[src/hdl/sine_menu_pkg.sv]
package sine_menu_pkg;

    //////////////////////////////////////////////////////////
    // Front-panel buttons
    //////////////////////////////////////////////////////////

    localparam int NUM_BUTTONS = 4;

    // Bit positions inside the button vector
    localparam int BTN_PREV   = 0;
    localparam int BTN_NEXT   = 1;
    localparam int BTN_OKAY   = 2;
    localparam int BTN_CANCEL = 3;

    //////////////////////////////////////////////////////////
    // Menu layout
    //////////////////////////////////////////////////////////

    localparam int CURSOR_W = 4;
    localparam logic [CURSOR_W-1:0] MAX_CURSOR_INDEX = 4'd10;

    // Items that pick one to five drawn periods
    localparam logic [CURSOR_W-1:0] CURSOR_PERIOD1 = 4'd3;
    localparam logic [CURSOR_W-1:0] CURSOR_PERIOD2 = 4'd4;
    localparam logic [CURSOR_W-1:0] CURSOR_PERIOD3 = 4'd5;
    localparam logic [CURSOR_W-1:0] CURSOR_PERIOD4 = 4'd6;
    localparam logic [CURSOR_W-1:0] CURSOR_PERIOD5 = 4'd7;

    // Code 0..4 means 1..5 periods
    localparam int PERIODS_W = 3;

    // Offset-binary samples, one period per phase wrap
    localparam int SAMPLE_W           = 8;
    localparam int SAMPLES_PER_PERIOD = 16;
    localparam int PHASE_W            = 4;

endpackage

[src/hdl/button_debounce.sv]
`timescale 1ns/1ps

module button_debounce import sine_menu_pkg::*; #(
    parameter int DEBOUNCE_CYCLES = 4
) (
    input  logic                   clk,
    input  logic                   rst_n,
    input  logic                   en,
    input  logic [NUM_BUTTONS-1:0] buttons,
    output logic [NUM_BUTTONS-1:0] press_pulse
);

    // Counter must be able to hold DEBOUNCE_CYCLES itself
    localparam int CNT_W = $clog2(DEBOUNCE_CYCLES + 1);
    localparam logic [CNT_W-1:0] CNT_DONE = CNT_W'(DEBOUNCE_CYCLES);

    logic [NUM_BUTTONS-1:0] sync_q1;
    logic [NUM_BUTTONS-1:0] sync_q2;
    logic [NUM_BUTTONS-1:0] stable;
    logic [CNT_W-1:0]       hold_cnt [NUM_BUTTONS];

    ////////////////////////////////////////////////////////////
    // Two-flop synchronizer
    ////////////////////////////////////////////////////////////

    always_ff @(posedge clk or negedge rst_n) begin
        if (!rst_n) begin
            sync_q1 <= '0;
            sync_q2 <= '0;
        end else begin
            sync_q1 <= buttons;
            sync_q2 <= sync_q1;
        end
    end

    ////////////////////////////////////////////////////////////
    // Stability counters and press strobes
    ////////////////////////////////////////////////////////////

    always_ff @(posedge clk or negedge rst_n) begin
        if (!rst_n) begin
            stable      <= '0;
            press_pulse <= '0;
            for (int i = 0; i < NUM_BUTTONS; i++) begin
                hold_cnt[i] <= '0;
            end
        end else if (!en) begin
            stable      <= '0;
            press_pulse <= '0;
            for (int i = 0; i < NUM_BUTTONS; i++) begin
                hold_cnt[i] <= '0;
            end
        end else begin
            for (int i = 0; i < NUM_BUTTONS; i++) begin
                // Strobe lasts a single cycle
                press_pulse[i] <= 1'b0;
                if (sync_q2[i] != stable[i]) begin
                    if (hold_cnt[i] == CNT_DONE) begin
                        // New level accepted, pulse only on press
                        stable[i]      <= sync_q2[i];
                        press_pulse[i] <= sync_q2[i];
                        hold_cnt[i]    <= '0;
                    end else begin
                        hold_cnt[i] <= hold_cnt[i] + 1'b1;
                    end
                end else begin
                    // Bounce back to the old level restarts the count
                    hold_cnt[i] <= '0;
                end
            end
        end
    end

endmodule

[src/hdl/menu_navigator.sv]
`timescale 1ns/1ps

module menu_navigator import sine_menu_pkg::*; (
    input  logic                   clk,
    input  logic                   rst_n,
    input  logic                   en,
    input  logic [NUM_BUTTONS-1:0] press_pulse,
    output logic [CURSOR_W-1:0]    cursor_index,
    output logic [PERIODS_W-1:0]   active_periods
);

    logic                 period_item;
    logic [PERIODS_W-1:0] period_code;

    ////////////////////////////////////////////////////////////
    // Period item decode
    ////////////////////////////////////////////////////////////

    always_comb begin
        period_item = 1'b1;
        period_code = '0;
        case (cursor_index)
            CURSOR_PERIOD1: period_code = PERIODS_W'(0);
            CURSOR_PERIOD2: period_code = PERIODS_W'(1);
            CURSOR_PERIOD3: period_code = PERIODS_W'(2);
            CURSOR_PERIOD4: period_code = PERIODS_W'(3);
            CURSOR_PERIOD5: period_code = PERIODS_W'(4);
            default: begin
                // Okay here selects nothing
                period_item = 1'b0;
            end
        endcase
    end

    ////////////////////////////////////////////////////////////
    // Cursor and selection registers
    ////////////////////////////////////////////////////////////

    // Priority is Previous, Next, Okay
    // Cancel bit is not looked at
    always_ff @(posedge clk or negedge rst_n) begin
        if (!rst_n) begin
            cursor_index   <= '0;
            active_periods <= '0;
        end else if (!en) begin
            cursor_index   <= '0;
            active_periods <= '0;
        end else if (press_pulse[BTN_PREV]) begin
            // Wrap from first item to last
            if (cursor_index == '0) begin
                cursor_index <= MAX_CURSOR_INDEX;
            end else begin
                cursor_index <= cursor_index - 1'b1;
            end
        end else if (press_pulse[BTN_NEXT]) begin
            // Wrap from last item to first
            if (cursor_index >= MAX_CURSOR_INDEX) begin
                cursor_index <= '0;
            end else begin
                cursor_index <= cursor_index + 1'b1;
            end
        end else if (press_pulse[BTN_OKAY] && period_item) begin
            active_periods <= period_code;
        end
    end

endmodule

[src/hdl/sine_quarter_lut.sv]
`timescale 1ns/1ps

module sine_quarter_lut import sine_menu_pkg::*; (
    input  logic [PHASE_W-1:0]  phase,
    output logic [SAMPLE_W-1:0] sample_value
);

    localparam int HALF_PERIOD    = SAMPLES_PER_PERIOD / 2;
    localparam int QUARTER_PERIOD = SAMPLES_PER_PERIOD / 4;
    localparam logic [SAMPLE_W-1:0] MIDSCALE = SAMPLE_W'(1 << (SAMPLE_W - 1));

    logic                negative;
    logic [PHASE_W-2:0]  half_phase;
    logic [PHASE_W-2:0]  quarter_idx;
    logic [SAMPLE_W-2:0] magnitude;

    // Second half of the period is the negated first half
    assign negative   = phase[PHASE_W-1];
    assign half_phase = phase[PHASE_W-2:0];

    // Falling part of each half mirrors the rising part
    assign quarter_idx = (int'(half_phase) > QUARTER_PERIOD) ?
                         (PHASE_W-1)'(HALF_PERIOD - int'(half_phase)) :
                         half_phase;

    ////////////////////////////////////////////////////////////
    // Quarter-wave magnitudes, 127 * sin(k * pi / 8)
    ////////////////////////////////////////////////////////////

    always_comb begin
        case (quarter_idx)
            3'd0:    magnitude = 7'd0;
            3'd1:    magnitude = 7'd49;
            3'd2:    magnitude = 7'd90;
            3'd3:    magnitude = 7'd117;
            3'd4:    magnitude = 7'd127;
            default: magnitude = 7'd0;
        endcase
    end

    // Offset binary around mid-scale
    assign sample_value = negative ? (MIDSCALE - {1'b0, magnitude}) :
                                     (MIDSCALE + {1'b0, magnitude});

endmodule

[src/hdl/wave_streamer.sv]
`timescale 1ns/1ps

module wave_streamer import sine_menu_pkg::*; (
    input  logic                 clk,
    input  logic                 rst_n,
    input  logic                 en,
    input  logic [PERIODS_W-1:0] active_periods,
    output logic [PHASE_W-1:0]   phase,
    input  logic [SAMPLE_W-1:0]  sample_value,
    output logic [SAMPLE_W-1:0]  sample_data,
    output logic                 sample_valid,
    input  logic                 sample_ready,
    output logic                 sample_last
);

    localparam logic [PHASE_W-1:0] LAST_PHASE = PHASE_W'(SAMPLES_PER_PERIOD - 1);

    // Position of the next sample to load
    logic [PHASE_W-1:0]   phase_cnt;
    logic [PERIODS_W-1:0] period_cnt;
    // Period code held for the frame in progress
    logic [PERIODS_W-1:0] frame_periods;

    logic                 frame_start;
    logic                 end_of_period;
    logic                 end_of_frame;
    logic                 load;

    ////////////////////////////////////////////////////////////
    // Frame position decode
    ////////////////////////////////////////////////////////////

    assign phase       = phase_cnt;
    assign frame_start = (phase_cnt == '0) && (period_cnt == '0);

    // Frame length follows the code latched at its first sample
    assign end_of_period = (phase_cnt == LAST_PHASE);
    assign end_of_frame  = end_of_period && (period_cnt == frame_periods);

    // Output register empty or being drained this cycle
    assign load = !sample_valid || sample_ready;

    ////////////////////////////////////////////////////////////
    // Sequencer and stream control
    ////////////////////////////////////////////////////////////

    always_ff @(posedge clk or negedge rst_n) begin
        if (!rst_n) begin
            phase_cnt     <= '0;
            period_cnt    <= '0;
            frame_periods <= '0;
            sample_valid  <= 1'b0;
            sample_last   <= 1'b0;
        end else if (!en) begin
            phase_cnt     <= '0;
            period_cnt    <= '0;
            frame_periods <= '0;
            sample_valid  <= 1'b0;
            sample_last   <= 1'b0;
        end else if (load) begin
            sample_valid <= 1'b1;
            sample_last  <= end_of_frame;
            if (frame_start) begin
                frame_periods <= active_periods;
            end
            if (end_of_period) begin
                phase_cnt <= '0;
                // Next frame starts right after the last sample
                period_cnt <= end_of_frame ? '0 : period_cnt + 1'b1;
            end else begin
                phase_cnt <= phase_cnt + 1'b1;
            end
        end
    end

    // Sample payload held while stalled
    always_ff @(posedge clk) begin
        if (!en) begin
            sample_data <= '0;
        end else if (load) begin
            sample_data <= sample_value;
        end
    end

endmodule

[src/hdl/sine_menu_top.sv]
`timescale 1ns/1ps

module sine_menu_top import sine_menu_pkg::*; #(
    parameter int DEBOUNCE_CYCLES = 4
) (
    input  logic                   clk,
    input  logic                   rst_n,
    input  logic                   en,
    input  logic [NUM_BUTTONS-1:0] buttons,
    output logic [CURSOR_W-1:0]    cursor_index,
    output logic [PERIODS_W-1:0]   active_periods,
    output logic [SAMPLE_W-1:0]    sample_data,
    output logic                   sample_valid,
    input  logic                   sample_ready,
    output logic                   sample_last
);

    logic [NUM_BUTTONS-1:0] press_pulse;
    logic [PHASE_W-1:0]     phase;
    logic [SAMPLE_W-1:0]    sample_value;

    ////////////////////////////////////////////////////////////
    // Button front end and menu
    ////////////////////////////////////////////////////////////

    button_debounce #(
        .DEBOUNCE_CYCLES (DEBOUNCE_CYCLES)
    ) u_debounce (
        .clk         (clk),
        .rst_n       (rst_n),
        .en          (en),
        .buttons     (buttons),
        .press_pulse (press_pulse)
    );

    // Selection also steers the streamer
    menu_navigator u_navigator (
        .clk            (clk),
        .rst_n          (rst_n),
        .en             (en),
        .press_pulse    (press_pulse),
        .cursor_index   (cursor_index),
        .active_periods (active_periods)
    );

    ////////////////////////////////////////////////////////////
    // Sample path
    ////////////////////////////////////////////////////////////

    wave_streamer u_streamer (
        .clk            (clk),
        .rst_n          (rst_n),
        .en             (en),
        .active_periods (active_periods),
        .phase          (phase),
        .sample_value   (sample_value),
        .sample_data    (sample_data),
        .sample_valid   (sample_valid),
        .sample_ready   (sample_ready),
        .sample_last    (sample_last)
    );

    sine_quarter_lut u_lut (
        .phase        (phase),
        .sample_value (sample_value)
    );

endmodule

[config.mk]
export PLATFORM = sky130hd
export DESIGN_NAME = sine_menu_top
export DESIGN_NICKNAME = d
export VERILOG_FILES = /design/src/hdl/sine_menu_pkg.sv /design/src/hdl/button_debounce.sv /design/src/hdl/menu_navigator.sv /design/src/hdl/sine_quarter_lut.sv /design/src/hdl/wave_streamer.sv /design/src/hdl/sine_menu_top.sv
export SDC_FILE = /design/constraint.sdc
export NUM_CORES = 1
export LEC_CHECK = 0
export BUFFER_PORTS_ARGS = -buffer_cell sky130_fd_sc_hd__buf_4
export CORE_AREA = 4 4 91 93
export CTS_BUF_LIST = sky130_fd_sc_hd__clkbuf_8
export DETAILED_ROUTE_END_ITERATION = 10
export DIE_AREA = 0 0 95 97
export GPL_TIMING_DRIVEN = 0
export PLACE_DENSITY = 0.61
export RECOVER_POWER = 50
export SYNTH_ARGS = -nofsm -noshare
export SYNTH_HDL_FRONTEND = slang
export SYNTH_SLANG_ARGS = --single-unit
export TNS_END_PERCENT = 1
[constraint.sdc]
create_clock -name clk -period 2.3 [get_ports clk]
set_input_delay 0.115 -clock clk [delete_from_list [all_inputs] [get_ports clk]]
set_output_delay 0.115 -clock clk [all_outputs]
set_load 0.01 [all_outputs]
==> summary.txt <==
max incr delay on CP: 0.40 ns
nets: 323
max-slew violations: 0
Clk Tree Root Cell: clkbuf_8
Seq/Total Area, Yosys: 45.4%
FMAX: 0.518 GHz
max_slew headroom: 36.1%
final critical-path share of the clock period: 84.0%
Seq cells post-synth: 48
hold wc startpoint: en
WP data arrival: 2.17 ns
worst slew pin tran: 0.958 ns
setup_tns: 0 ns
synthesized area per cell: 9.69 um^2
PostCTS Resize Cnt: 0
RePlAce Congestion: 0.870
Routed WL: 5.26 mm
RR Endpoint: u_streamer.sample_data[6]
clock latency on the worst-skew pair: 0.31 ns
gr usage total: 12.3%
RSZ-0062 raised after global routing: no
io pins: 25
area occupied by multi-input gates: 1270 um^2
Clock Skew: 0.0139 ns
Max Root-Sink Buffers: 2
startpoint types: register
Post-synth ARST share: 83.3%
Setup violations, final: 0
DP Area: 2860 um^2
FF-to-FF Start: u_streamer.phase[0]
FP Rows: 32
Port Buffer Count: 23
DRC Markers: 0
fill cell count: 798
FF+latch area: 1160 um^2
Post-Synth Adder-Cell Area: 8.32%
warnings from Yosys: 0
CP cell instances: buf_4 -> inv_1 -> ha_1 -> o21ai_0 -> nand4_1 -> mux2_2 -> a21oi_1
peak supply drop: 262 uV
post-synthesis mux area share: 4.75%
htree depth: 2
CP Capture Type: register
post-route ant nets: 0
Synth Area in Simple Gates: 19.9%
number of clock sinks: 48
Horiz. Die Dim: 95 um
Starting Density: 34.0%
total CTS buffers: 5
Most used DFF post-synth: dfrtp_1
largest net degree at the start of global routing: 41
core area: 7530 um^2
PwrDens: 583 nW/um^2
Synth Instances: 264
CTS tree: done
area grow syn2layout: 16.8%
Leak: 1.36 nW
Max Cap Viol: 0
first-pass GRT wire length: 9.14 mm
status: finished clean
cell area after layout: 2990 um^2
FF-to-FF setup slack: 0.37 ns
drt pass-1 iters: 4
Post-synth EDFFs: 0
vias per inst: 4.78
main combinational cell family by area after synthesis: simple AND/OR/NAND/NOR gates
clock period minus worst slack: 1.93 ns
xor-xnor portion of the synthesized cell area: 3.08%
Worst Hold Class: in -> reg
mapped cell area: 2560 um^2
Netlist cell types: 47
setup bufs post-CTS: 0
drt wl/cell: 13.1 um
initial antenna violation count: 0
hold path depth: 2
DIE AREA: 9220 um^2
critical path class: reg -> reg
Die Height: 97 um
# diodes: 0
Post-Syn Nets: 289
CP Capture Point: u_streamer.sample_data[6]
worst hold margin: 0.0843 ns
crit path launch: u_streamer.phase[0]
crit-path max FO: 10
vias in the first global route: 1905
R2R cell count: 7
Hold Vio Cnt, Final: 0
via count: 1918
Tot Pwr: 1.74 mW
DP Wirelength: 3.79 mm
grt ovf: 0
layout cells sized above 1: 13.7%
initial drt markers: 136
Compound-Gate Fraction of Synth Area: 13.5%
clk slew on worst S/H paths: 0.10 ns
data required time of the worst path: 2.54 ns
slowest CP cell: dfrtp_1
[worst max-delay path, delay by kind of cell, from the launching register on]
| kind | cells | cell delay (ns) |
|---|---|---|
| buffers and inverters | 2 | 0.35 |
| AO/OA/AOI/OAI | 2 | 0.34 |
| AND/OR/NAND/NOR | 1 | 0.17 |
| flip-flops | 1 | 0.40 |
| multiplexers | 1 | 0.29 |
| adder cells (fa/ha/maj) | 1 | 0.30 |
[worst min-delay path by stage]
stage                     slack (ns)                       to
after floorplan                -0.18  u_debounce.hold_cnt[10]
after global placement          0.13      u_streamer.phase[3]
after detailed placement        0.13      u_streamer.phase[3]
after CTS                       0.02  u_streamer.sample_valid
after global routing            0.09  u_streamer.sample_valid
final                           0.08  u_streamer.sample_valid
[area by class of cell]
class	instances	share of cell area, %
Timing Repair Buffer	27	6.28
Tap cell	102	4.27
Clock inverter	3	1.55
Inverter	18	2.26
Clock buffer	5	2.30
Multi-Input combinational cell	185	42.4
Sequential cell	48	38.9
Buffer	13	2.09
[metal layers]
metal	routed length (um)	track usage, %
met1	2510	16.8
met3	209	2.57
met2	2500	19.7
met5	0	0
met4	40	3.00
[stage by stage]
step / instances / setup slack (ns) / utilization, %
2_1_floorplan: 264 / 0.594 / -
3_3_place_gp: 389 / 0.443 / 38.0
3_5_place_dp: 389 / 0.412 / 38.0
4_1_cts: 401 / 0.344 / 40.0
5_1_grt: 401 / 0.169 / 39.7
6_report: 401 / 0.368 / 39.7
[layout by cell type, fill, tap and decap left out, drive strengths merged, types with 4 or more instances in the layout]
| cell | netlist | layout |
|---|---|---|
| xor2 | 7 | 7 |
| nand2b | 4 | 4 |
| mux2i | 11 | 11 |
| nor3 | 9 | 9 |
| ha | 17 | 17 |
| dfxtp | 8 | 8 |
| a21boi | 10 | 10 |
| buf | 6 | 19 |
| nor2 | 11 | 11 |
| nor3b | 4 | 4 |
| o21a | 5 | 5 |
| nand2 | 33 | 33 |
| inv | 18 | 19 |
| nand3 | 10 | 10 |
| dlygate4sd3 | 0 | 4 |
| clkbuf | 7 | 22 |
| and3 | 5 | 5 |
| dfrtp | 40 | 40 |
| o21ai | 14 | 14 |
| nor2b | 6 | 6 |
| a21oi | 8 | 8 |
[cell usage after synthesis, drive strengths merged, types with 2 or more instances]
library cell	count	area [um^2]
a21boi	10	75.1
o21ai	14	70.1
nor3	9	45.0
and2	2	12.5
a31oi	2	12.5
nor4	3	40.0
and3	5	31.3
xor2	7	61.3
o21a	5	37.5
o221a	2	22.5
xnor2	2	17.5
nor2	11	41.3
inv	18	67.6
nand3	10	55.1
mux2i	11	110
nand3b	3	22.5
dfrtp	40	1000
nor2b	6	37.5
clkbuf	7	27.5
a21oi	8	40.0
nand2	33	124
nand2b	4	25.0
ha	17	213
nor3b	4	30.0
buf	6	35.0
dfxtp	8	160
nand4	3	18.8
a2bb2oi	2	17.5
[report_power, final]
part	total (mW)	internal, mW	switching, mW
combinational	0.216	0.0920	0.124
sequential	0.892	0.870	0.0226
clock	0.633	0.328	0.305
total	1.74	1.29	0.451
[state kept, by name, indices dropped and copies added, names as in the netlist]
| name | count |
|---|---|
| u_navigator.cursor_index | 4 |
| u_streamer.sample_valid | 1 |
| u_streamer.sample_data | 8 |
| u_debounce.stable | 3 |
| u_streamer.period_cnt | 3 |
| u_navigator.active_periods | 3 |
| u_debounce.sync_q2 | 3 |
| u_debounce.hold_cnt | 9 |
| u_debounce.sync_q1 | 3 |
| u_streamer.phase | 4 |
| u_streamer.sample_last | 1 |
| u_debounce.press_pulse | 3 |
| u_streamer.frame_periods | 3 |
[what timing repair did]
item,in CTS,in global routing
setup endpoints to repair,0,0
hold buffers,4,0
hold endpoints to repair,43,0
[cell families after synthesis]
group / Yosys count
flip-flops: 48
AND/OR/NAND/NOR: 96
XOR/XNOR: 9
adder cells (fa/ha/maj): 17
AO/OA/AOI/OAI: 51
multiplexers: 12
buffers and inverters: 31
(Power assumes the default switching activity.)
